File: src/display_consts.svh
// raster timing, framebuffer geometry, scale factor and background colour
// for the scaled framebuffer display

`ifndef DISPLAY_CONSTS_SVH
`define DISPLAY_CONSTS_SVH

// horizontal raster, sx runs -H_BLANK .. H_ACTIVE-1
`define H_ACTIVE 640
`define H_BLANK 160

// vertical raster, sy runs -V_BLANK .. V_ACTIVE-1
`define V_ACTIVE 480
`define V_BLANK 45

// framebuffer geometry in source pixels
`define FB_WIDTH 160
`define FB_HEIGHT 120
`define FB_PIXELS 19200  // FB_WIDTH * FB_HEIGHT

// integer upscale, 1 to 4 supported
`define FB_SCALE 3

// active area outside the image
`define BG_COLR 12'h137

// line buffer read runs ahead of the counters:
// one cycle for the line buffer, one for the palette
`define LB_LAT 2

`endif

File: src/display_pkg.sv
// shared vector types for the scaled framebuffer display

package display_pkg;

    // signed screen coordinate, blanking is negative
    typedef logic signed [15:0] coord_t;

    // framebuffer address, 19200 entries
    typedef logic [14:0] fb_addr_t;

    // column within one line buffer bank
    typedef logic [7:0] lb_addr_t;

    // palette index stored per source pixel
    typedef logic [3:0] cidx_t;

    // 4:4:4 colour, red in [11:8], green in [7:4], blue in [3:0]
    typedef logic [11:0] colr_t;

    // nibble-doubled output channel
    typedef logic [7:0] chan8_t;

endpackage

File: src/palette_lut.sv
// 16-entry writable colour lookup table
// cleared at reset, registered read

`timescale 1ns/1ps

module palette_lut
    import display_pkg::*;
(
    input  logic   clk_sys,
    input  logic   rst_n,
    input  logic   we,     // write strobe
    input  cidx_t  widx,
    input  colr_t  wcolr,
    input  cidx_t  ridx,
    output colr_t  rcolr   // one cycle after ridx
);

    colr_t table_q [16];

    // table writes, all black after reset
    always_ff @(posedge clk_sys or negedge rst_n) begin
        if (!rst_n) begin
            for (int i = 0; i < 16; i++)
                table_q[i] <= '0;
        end else if (we) begin
            table_q[widx] <= wcolr;
        end
    end

    // lookup, a write shows from the next cycle's read onward
    always_ff @(posedge clk_sys or negedge rst_n) begin
        if (!rst_n)
            rcolr <= '0;
        else
            rcolr <= table_q[ridx];
    end

endmodule

File: config.mk
export PLATFORM = sky130hd
export DESIGN_NAME = palette_lut
export DESIGN_NICKNAME = d
export VERILOG_FILES = /design/src/display_consts.svh /design/src/display_pkg.sv /design/src/palette_lut.sv
export SDC_FILE = /design/constraint.sdc
export NUM_CORES = 1
export LEC_CHECK = 0
export ABC_AREA = 1
export BUFFER_PORTS_ARGS = -buffer_cell sky130_fd_sc_hd__buf_2
export CORE_UTILIZATION = 45
export DETAILED_ROUTE_END_ITERATION = 8
export PLACE_DENSITY = 0.67
export SKIP_LAST_GASP = 1
export SYNTH_ARGS = -nofsm -noshare
export SYNTH_HDL_FRONTEND = slang
export SYNTH_SLANG_ARGS = --single-unit
File: constraint.sdc
create_clock -name clk_sys -period 2.4 [get_ports clk_sys]
set_input_delay 0.36 -clock clk_sys [delete_from_list [all_inputs] [get_ports clk_sys]]
set_output_delay 0.36 -clock clk_sys [all_outputs]
set_load 0.01 [all_outputs]
==> After elaboration in Yosys (flattened, before gate mapping) <==
Index checks and enable logic that the tools add are counted.
{ "op_classes": {"mux": 6, "n_reduce_logical": 1, "bitwise_logic": 2, "n_lt_le_gt_ge": 3} }
{ "op_table": {"columns": ["operator", "count"], "rows": [
  ["$bwmux W192", 1],
  ["$bmux W12 S4", 1],
  ["$demux W12 S4", 1],
  ["$mux W12", 3],
  ["$ge A5 B5 Y1 const B", 2],
  ["$not A4 Y5", 2],
  ["$lt A5 B1 Y1 const B", 1],
  ["$logic_and A1 B1 Y1", 1]
]} }
{ "word_totals": {"reg_bits": 204, "output_inout_bits": 12} }

==> Depth between registers and ports, before layout <==
{ "logic_depth": {"ltp_word": 6, "depth_mapped": 9, "depth_no_buf": 7} }

==> Least setup slack after synthesis <==
OpenSTA, ideal clock, no wires.
{ "synth_timing": {"path_type": "in2reg", "start": "in ridx[0]", "end": "reg rcolr[1]", "required_time_ns": 2.282, "cell_stages": 8, "setup_slack_ns": 1.021, "path_buffers": 3, "t_arrival_ns": 1.261, "path_cell_list": "buf_4 > buf_2 > clkbuf_1 > nand2_1 > nand3_1 > nand3_1 > nand3_1 > nand2_1"} }
{ "synth_via": {"elab_chain_len": 4} }
{ "synth_rtl": {"columns": ["item", "line", "text"], "rows": [
  ["from (decl)", "palette_lut.sv:14", "input cidx_t ridx,"],
  ["$not A4 Y5 (not written as such)", "palette_lut.sv:35", "rcolr <= table_q[ridx];"],
  ["$bmux W12 S4", "palette_lut.sv:35", null],
  ["$mux W12 (not written as such) (2 in series)", "palette_lut.sv:35", null],
  ["to (signal assigned)", "palette_lut.sv:35", null],
  ["to (decl)", "palette_lut.sv:15", "output colr_t rcolr"]
]} }
No other way between the ends. The select of a mux whose other input is x is not followed.
A chain may end at the register's enable or synchronous reset.

==> run metrics <==
Layout Nets between 1,000 and 1,500; Reg2Reg Depth 6; row cnt 52; # port buffers 34; final global-route overflow total 0; Worst Path Arrival approximately 1.8 ns; Syn Area/Cell 7.60 um^2; Unique masters post-synth 12; Fmax between 0.6 and 0.7 GHz; Seq/Total Area, Yosys 0.535; I/O Pins 35; Slew @ Worst Pin 0.832 ns; maximum VDD drop 410 uV; hold endpoint table_q[112]$_DFFE_PN0P_; area of the core 20,500 um^2; CTS buffer count 23; Yosys reg bits slightly above 200; clock skew 0.0118 ns; Sink Count just over 200; status completed; Tmin final approximately 1.4 ns; HPWL Detailed between 15 and 20 mm; P_leak 5.46 nW; worst setup path class in2reg; layout cells sized above 1 0.0757; Pwr per Cell Area approximately 900 nW/um^2; Final WS setup approximately 0.95 ns; commonest non-fill, non-tap cell in the layout nand2_1; Routed Wire Length ~26 mm; crit share post-route 0.603; RSZ-0062 raised after global routing no; CTS tree yes; MaxCap Viol Count 0; Post-CTS Resized 0; Die Span Y between 100 and 150 um; remaining antenna violation count 0; met3 Resource Use GR 0.0398; reg2reg setup slack ~1.2 ns; gr usage total 0.244; Vias about 8,000; drt first pass iters 7; area growth from synthesis to layout 12.3%; Max Slew Vio Count 0; placer congestion estimate 0.830; busiest grt layer met1; Reg clk slew, reported paths about 0.060 ns; FF-to-FF End rcolr[7]$_DFF_PN0_; Hold Crit Depth 3; Critical Path Start Type input port; wire per inst 16.7 um; Cell Area, Placed ~10000 um^2; root buffer cell clkbuf_16; cell count after synthesis 1,255; M1 GR Usage 0.389; Hold Path Class in2reg; initial antenna violation count 0; ant diodes 0; CTS H-tree depth 1; hold path startpoint wcolr[4]; Fin. Hold Viols 0; synthesized area 9540 um^2; critical path peak fanout 24; vias in the first global route about 7,400; CP endpoint kind register; Initial Util 0.465; design area approximately 11,000 um^2; CP required between 2 and 3 ns; dpl ws around 0.43 ns; reg2reg start table_q[163]$_DFFE_PN0P_; met2 Use GR 0.347; Vias per Instance 5.22; Skew-Pair Late Insertion Delay just over 0.5 ns; final setup vio count 0; Residual DRC 0; clk buf depth 3; first-pass GRT wire length roughly 42 mm; commonest non-fill, non-tap cells in the layout nand2_1 (415), o21ai_0 (212), dfrtp_1 (204), inv_1 (183), nand3_1 (148); Syn Nets between 1,000 and 1,500; initial drt markers about 830; slew margin rel. 0.445; setup TNS 0 ns; DIE AREA roughly 22,000 um^2; # fillers ~2,000; largest net degree at the start of global routing between 80 and 90; YS warnings 0; Die Width about 150 um
cell usage after synthesis (all sizes together):
library cell | number | area, um^2
o21ai | 212 | 1060
nand3b | 1 | 7.51
inv | 184 | 691
nor3 | 2 | 20.0
clkbuf | 60 | 225
nand3 | 148 | 741
buf | 22 | 104
nand2 | 415 | 1560
dfrtp | 204 | 5100
nor2 | 7 | 26.3
worst max path at each step:
stage / startpoint / end / slack (ns) / cells after the start
after floorplan: ridx[0] / rcolr[1]$_DFF_PN0_ / 1.02 / 8
after global placement: we / table_q[55]$_DFFE_PN0P_ / 0.48 / 5
after detailed placement: we / table_q[53]$_DFFE_PN0P_ / 0.43 / 5
after CTS: rcolr[2]$_DFF_PN0_ / rcolr[2] / 0.96 / 1
after global routing: we / table_q[56]$_DFFE_PN0P_ / 0.73 / 5
final: we / table_q[56]$_DFFE_PN0P_ / 0.95 / 6
what timing repair did:
item / CTS / global route
hold endpoints to repair: 66 / 0
setup buffers: 0 / 0
hold buffers: 1 / 0
setup endpoints to repair: 0 / 0
layout make-up:
class                   instances  area, um^2  share of cell area
clock buffers                  33         693              0.0647
clock inverters                 6        30.0             0.00280
inverters                     184         691              0.0645
multi-input cells             785        3410               0.319
flip-flops and latches        204        5100               0.476
well taps                     270         338              0.0315
repair buffers                 57         444              0.0415
sequential cells by signal, indices dropped and copies added, names as in the netlist:
| register | cells |
|---|---|
| rcolr | 12 |
| table_q | 192 |
layer usage:
metal  wire, um  up-vias
li1           -     3897
met1      12400     3812
met2      10800      305
met3       2130       23
met4        299        0
met5          0        -
cells by family (layout without fill, tap and decap cells):
family	after synthesis	count (layout)	share of synthesized area
compound gates	212	212	0.111
buf+inv	266	280	0.107
flops	204	204	0.535
simple gates	573	573	0.247
critical path, stage by stage:
cell	delay [ns]
buf_2	0.14
nand2_1	0.08
nor2_1	0.31
nand2_1	0.58
nand2_1	0.21
o21ai_0	0.11
through the flow:
| step | utilization | hold WS [ns] | power (W) | std cells |
|---|---|---|---|---|
| 2_1_floorplan | - | 0.0644 | 0.00557 | 1255 |
| 3_3_place_gp | 0.487 | 0.426 | 0.00610 | 1499 |
| 3_5_place_dp | 0.487 | 0.418 | 0.00615 | 1499 |
| 4_1_cts | 0.523 | 0.126 | 0.00953 | 1539 |
| 5_1_grt | 0.523 | 0.151 | 0.0100 | 1539 |
| 6_report | 0.523 | 0.140 | 0.00947 | 1539 |
report_power, final:
group | internal (W) | switching [W] | total [W]
clock | 0.00199 | 0.00137 | 0.00336
sequential | 0.00416 | 0.000323 | 0.00448
combinational | 0.000585 | 0.00105 | 0.00164
Note: power is estimated with default switching activity, not from simulation.
