<file path="config.mk">
export PLATFORM = sky130hd
export DESIGN_NAME = display_timing
export DESIGN_NICKNAME = d
export VERILOG_FILES = /design/src/display_pkg.sv /design/src/display_timing.sv
export VERILOG_INCLUDE_DIRS = /design/src
export SDC_FILE = /design/constraint.sdc
export NUM_CORES = 1
export LEC_CHECK = 0
export ABC_AREA = 1
export BUFFER_PORTS_ARGS = -buffer_cell sky130_fd_sc_hd__buf_2
export CAP_MARGIN = 5
export CELL_PAD_IN_SITES_DETAIL_PLACEMENT = 0
export CELL_PAD_IN_SITES_GLOBAL_PLACEMENT = 2
export CORE_UTILIZATION = 32
export DETAILED_ROUTE_END_ITERATION = 7
export PLACE_DENSITY = 0.85
export SLEW_MARGIN = 20
export SYNTH_ARGS = -nofsm -noshare
export SYNTH_HDL_FRONTEND = slang
export SYNTH_SLANG_ARGS = --single-unit
</file>
<file path="constraint.sdc">
create_clock -name clk_sys -period 2.6 [get_ports clk_sys]
set_input_delay 0.26 -clock clk_sys [delete_from_list [all_inputs] [get_ports clk_sys]]
set_output_delay 0.26 -clock clk_sys [all_outputs]
set_load 0.02 [all_outputs]
</file>
<file path="src/display_consts.svh">
// raster timing, framebuffer geometry, scale factor and background colour
// for the scaled framebuffer display

`ifndef DISPLAY_CONSTS_SVH
`define DISPLAY_CONSTS_SVH

// horizontal raster, sx runs -H_BLANK .. H_ACTIVE-1
`define H_ACTIVE 640
`define H_BLANK 160

// vertical raster, sy runs -V_BLANK .. V_ACTIVE-1
`define V_ACTIVE 480
`define V_BLANK 45

// framebuffer geometry in source pixels
`define FB_WIDTH 160
`define FB_HEIGHT 120
`define FB_PIXELS 19200  // FB_WIDTH * FB_HEIGHT

// integer upscale, 1 to 4 supported
`define FB_SCALE 3

// active area outside the image
`define BG_COLR 12'h137

// line buffer read runs ahead of the counters:
// one cycle for the line buffer, one for the palette
`define LB_LAT 2

`endif

</file>
<file path="src/display_pkg.sv">
// shared vector types for the scaled framebuffer display

package display_pkg;

    // signed screen coordinate, blanking is negative
    typedef logic signed [15:0] coord_t;

    // framebuffer address, 19200 entries
    typedef logic [14:0] fb_addr_t;

    // column within one line buffer bank
    typedef logic [7:0] lb_addr_t;

    // palette index stored per source pixel
    typedef logic [3:0] cidx_t;

    // 4:4:4 colour, red in [11:8], green in [7:4], blue in [3:0]
    typedef logic [11:0] colr_t;

    // nibble-doubled output channel
    typedef logic [7:0] chan8_t;

endpackage

</file>
<file path="src/display_timing.sv">
// free running raster counters for 640x480 with signed coordinates
// de, frame and line strobes registered in step with the counters

`timescale 1ns/1ps

`include "display_consts.svh"

module display_timing
    import display_pkg::*;
(
    input  logic   clk_sys,
    input  logic   rst_n,
    output coord_t sx,     // horizontal position, -160 .. 639
    output coord_t sy,     // vertical position, -45 .. 479
    output logic   de,     // active picture
    output logic   frame,  // first cycle of the frame
    output logic   line    // first cycle of every line
);

    localparam coord_t H_STA = -`H_BLANK;
    localparam coord_t H_END = `H_ACTIVE - 1;
    localparam coord_t V_STA = -`V_BLANK;
    localparam coord_t V_END = `V_ACTIVE - 1;

    coord_t sx_nxt;
    coord_t sy_nxt;

    // next raster position
    always_comb begin
        sx_nxt = sx + 16'sd1;
        sy_nxt = sy;
        if (sx == H_END) begin
            sx_nxt = H_STA;  // wrap line
            sy_nxt = (sy == V_END) ? V_STA : sy + 16'sd1;  // wrap frame
        end
    end

    // strobes decoded from the next position so they line up with sx/sy
    always_ff @(posedge clk_sys or negedge rst_n) begin
        if (!rst_n) begin
            sx    <= H_STA;
            sy    <= V_STA;
            line  <= 1'b1;  // first cycle out of reset is a frame start
            frame <= 1'b1;
            de    <= 1'b0;
        end else begin
            sx    <= sx_nxt;
            sy    <= sy_nxt;
            line  <= (sx_nxt == H_STA);
            frame <= (sx_nxt == H_STA) && (sy_nxt == V_STA);
            de    <= (sx_nxt >= 0) && (sy_nxt >= 0);
        end
    end

endmodule

</file>
### After elaboration in Yosys (flattened, before gate mapping)

Index checks and enable logic that the tools add are counted.

* output and inout bits: 35
* bits in latches: 0
* input port bits: 2
* ROM bits: 0
* flip-flop bits (word level): 35
* bits in writable memories: 0
* memories kept: 0

* $lt $le $gt $ge: 2
* shift-type cells: 0
* mux-type cells: 3
* eq/ne operators: 4
* multiply operators: 0
* reductions and logical operators: 2
* bitwise operators: 0
* add/subtract/negate cells: 2
* div/mod/pow operators: 0

Operators with widths (count)
* $mux W16: 3
* $add A16 B2 Y16 const B: 2
* $ge A16 B1 Y1 const B: 2
* $eq A16 B10 Y1 const B: 1
* $eq A16 B11 Y1 const B: 1
* $eq A16 B7 Y1 const B: 1
* $eq A16 B9 Y1 const B: 1
* $logic_and A1 B1 Y1: 2

### Logic depth before layout (Yosys ltp)

* word-level depth: 5
* depth in mapped cells: 15
* mapped depth without buffers: 14

### Worst setup path before layout

No wires, ideal clock.

* path kind: register -> register
* start point: register sy[0]
* end point: register frame
* period minus slack after synthesis: 1.936 ns
* required time: 2.536 ns
* arrival: 1.871 ns
* cell stages (with the launch flop): 15
* library setup time: 0.064 ns
* path slack: 0.664 ns
* path through: dfstp_2 > ha_1 > nand3_2 > nor2_2 > nand2_1 > buf_2 > nand2_1 > nand2_2 > nand2_2 > nand2_1 > nor2_1 > nand2_1 > nor2_1 > nand2_1 > nor2_2

* cells in the longest elaborated chain, start to end: 5
* elaborated cells between the ends (all ways): 6

RTL lines
* from (decl): line display_timing.sv:14 `output coord_t sy,`
* from (signal assigned): line display_timing.sv:48 `sy <= sy_nxt;`
* $add A16 B2 Y16 or $eq A16 B10 Y1 (tied branches): line display_timing.sv:34 `sy_nxt = (sy == V_END) ? V_STA : sy + 16'sd1;`
* $mux W16 *: line display_timing.sv:34
* $mux W16 *: line display_timing.sv:32 `if (sx == H_END) begin`
* named net sy_nxt[1]: line display_timing.sv:26 `coord_t sy_nxt;`
* $eq A16 B7 Y1 *: line display_timing.sv:50 `frame <= (sx_nxt == H_STA) && (sy_nxt == V_STA);`
* $logic_and A1 B1 Y1 *: line display_timing.sv:50
* to (signal assigned): line display_timing.sv:50
* to (decl): line display_timing.sv:16 `output logic frame,`

Mark *: on every way through the listed nets, which the timed path passes. The rest lies on a longest branch.

### Worst setup path in the final report

* start point: register sy[0]
* end point: register frame

* cells in the longest elaborated chain, start to end: 5
* elaborated cells between the ends (all ways): 6

RTL lines (line)
* $add A16 B2 Y16 or $eq A16 B10 Y1 (tied branches): display_timing.sv:34
* $mux W16: display_timing.sv:34
* $mux W16 *: display_timing.sv:32
* named net sy_nxt[0]: display_timing.sv:26
* $eq A16 B7 Y1 *: display_timing.sv:50
* $logic_and A1 B1 Y1 *: display_timing.sv:50

Marks and branches as above.

==> impl_metrics.yaml <==
routing:
  drt_iter0_markers: 144
  routedWlPerCell_um: 13.8
  num_vias: 2057
  drtAntennaViolNets: 0
  dr.pass1.iters: 4
  via_per_inst: 4.83
  drcViolationCount: 0
  wl_um: 5890
synthesis:
  ys_seq_area_frac: 0.405
  yosysTopAreaCell: "dfstp_2"
  synth_top_cell_area_share: 0.293
  synth_area_leaders: "dfstp_2 29%, nand2_1 18%, dfrtp_1 11%"
  synth_area_mm2: 0.00224
  avgSynthCellArea_um2: 7.32
  ys_ff_latch: 35
  ys_warn_count: 0
  synth_cell_types: 30
  syn-num-nets: 310
  syn_inst: 306
sta:
  setup_slack_ns: 0.263
  fmax_mhz: 428
  worst_pin_slew_ns: 0.827
  tns_ns: 0
  finalSetupViolations: 0
  relSlewSlack: 0.449
  period_share: 0.899
  fin_crit_ns: 2.34
  final_max_slew_viol_count: 0
  hold_viol: 0
  rsz0062_at_grt: "false"
  finalClockSkew_ns: 0.00315
placement:
  place_congestion: 0.797
  place_ws_ns: 0.301
  dp_hpwl_um: 4360
  portBuffers: 36
status:
  status: "completed"
global_route:
  grt_overflow_total: 0
  antenna_found_initial: 0
  grt_max_degree: 36
  grt_pass1_wl_um: 9630
  grt_pass1_vias: 1889
  grtUsageTotal: 0.170
clock_network:
  cts_tree: "built"
  cts_setup_buffers: 0
  path_clk_slew_ns: 0.08
  clk_latency_ns: 0.29
  clockBufferDepth: 2
  cts.htree.levels: 2
  post_cts_resized: 0
  cts.root.buffer_cell: "clkbuf_8"
  hold_buffers: 0
  cts_buffers: 5
  cts.sinks: 35
floorplanning:
  io_pins: 37
  core_area_mm2: 0.00676
  dieArea_mm2: 0.00733
  rows: 30
  die_h_um: 85.6
  fp.dieW_um: 85.6
  start_util: 0.331
power:
  ir_drop_mv: 0.244
  clkPwrFrac: 0.429
  p_sw_mw: 0.237
  powerDensity_mw_per_mm2: 379
  p_leak_nw: 1.18
  swShare: 0.243
  internal_power_mw: 0.738
  pwr-share-seq: 0.560
  p_comb_frac: 0.012
setup_path:
  setup.worst_path.end_class: "flip-flop"
  cp.arrival_ns: 2.57
  critPathMaxFanout: 11
  cp-start-kind: "flip-flop"
  critPathKind: "reg2reg"
  required_ns: 2.83
finish:
  syn_to_final_growth_pct: 14.9
  fill_cells: 750
  drive_gt1_frac: 0.272
  fin_nets: 349
  postLayoutCoreUtil: 0.381
  diodes: 0
flow_run:
  maxCapViolCount: 0
min_path:
  hp-class: "in2async"
==> per-stage QoR <==
| step | hold WS (ns) | power [mW] | cell area [um^2] | instances |
|---|---|---|---|---|
| 2_1_floorplan | -0.0356 | 0.555 | 2240 | 306 |
| 3_3_place_gp | 0.393 | 0.567 | 2480 | 418 |
| 3_5_place_dp | 0.403 | 0.567 | 2480 | 418 |
| 4_1_cts | 0.0827 | 0.994 | 2570 | 426 |
| 5_1_grt | 0.110 | 1.02 | 2570 | 426 |
| 6_report | 0.0601 | 0.976 | 2570 | 426 |
==> cell families after synthesis <==
group                      synth area share
and+or+nand+nor                       0.437
adders and majority gates            0.0112
DFF                                   0.405
buffers and inverters                0.0732
AOI/OAI and AO/OA                    0.0307
xor gates and xnor gates             0.0430
==> critical path, stage by stage (launching register included) <==
cell	delay (ns)
dfstp_2	0.59
ha_1	0.23
nand3_2	0.13
nor2_2	0.15
nand2_1	0.26
nand2_1	0.16
nand2_2	0.06
nand2_2	0.08
nand2_1	0.07
nor2_1	0.11
nand2_1	0.06
nor2_1	0.21
nand2_1	0.10
nor2_2	0.08
==> metal layers <==
| layer | vias up | track usage | share of wire |
|---|---|---|---|
| li1 | 1061 | - | - |
| met1 | 952 | 0.245 | 0.49 |
| met2 | 35 | 0.256 | 0.46 |
| met3 | 9 | 0.0346 | 0.034 |
| met4 | 0 | 0.0530 | 0.015 |
| met5 | - | 0 | 0 |
==> cell usage in the layout (no fill, tap or decap), types with 2 or more instances in the layout <==
master,Yosys,layout
clkinvlp_4,0,2
nand2_1,105,105
o21ai_0,3,3
clkbuf_8,0,5
dfrtp_1,10,10
ha_1,2,2
nor2_2,5,5
dfstp_2,25,25
a21oi_1,2,2
inv_1,25,25
nand2_2,6,6
inv_2,5,5
o21bai_1,2,2
nor3_1,5,5
nor2_1,36,36
buf_2,2,36
nand4_1,12,12
nor2_8,2,2
o21ai_1,4,4
nand3_1,32,32
nor2_4,2,2
xnor2_1,3,3
xor2_1,8,8
==> final timing paths <==
| kind | startpoint | end | slack, ns | cells past startpoint |
|---|---|---|---|---|
| max in group asynchronous | rst_n | sx[7] | 2.03 | 1 |
| min reg2reg | sx[0] | sx[0] | 0.53 | 1 |
| max reg2reg | sy[0] | frame | 0.26 | 13 |
| max | sy[0] | frame | 0.26 | 13 |
| min in group clk_sys | sx[0] | sx[0] | 0.53 | 1 |
| min | rst_n | sy[2] | 0.06 | 1 |
==> flip-flops by register name, indices dropped and copies added, names as in the netlist <==
signal and count:
de 1, sy 16, line 1, frame 1
sx 16
==> area by class of cell <==
cell class                      instances  area, um^2  share of cell area
Clock inverter                          3        23.8             0.00925
Multi-Input combinational cell        235        1170               0.454
Clock buffer                            5        68.8              0.0268
Sequential cell                        35         907               0.353
Inverter                               31         116              0.0453
Tap cell                               80         100              0.0389
Timing Repair Buffer                   37         188              0.0730
==> synthesized netlist by cell type <==
cell type,instances
nand2_1,105
o21ai_1,4
inv_2,5
clkinv_1,1
nand4_4,1
ha_1,2
nor3_1,5
o21ai_2,1
nand2_2,6
nor2_1,36
nand3_2,1
xor2_1,8
dfrtp_1,10
nand2_4,1
nor2_8,2
dfstp_2,25
a21oi_1,2
buf_8,1
nor2_2,5
xnor2_1,3
o21bai_1,2
nand4_1,12
nand3_1,32
nor2_4,2
nand3b_1,1
buf_6,2
buf_2,2
nor4_1,1
inv_1,25
o21ai_0,3
==> power groups by stage <==
| stage | sequential (mW) | clock [mW] | combinational, mW |
|---|---|---|---|
| final | 0.546 | 0.418 | 0.0113 |
| after global routing | 0.546 | 0.460 | 0.0135 |
| after CTS | 0.546 | 0.436 | 0.0122 |
| after detailed placement | 0.555 | 0 | 0.0123 |
| after global placement | 0.555 | 0 | 0.0119 |
| after floorplan | 0.555 | 0 | 0.000000591 |
(Power assumes the default switching activity.)
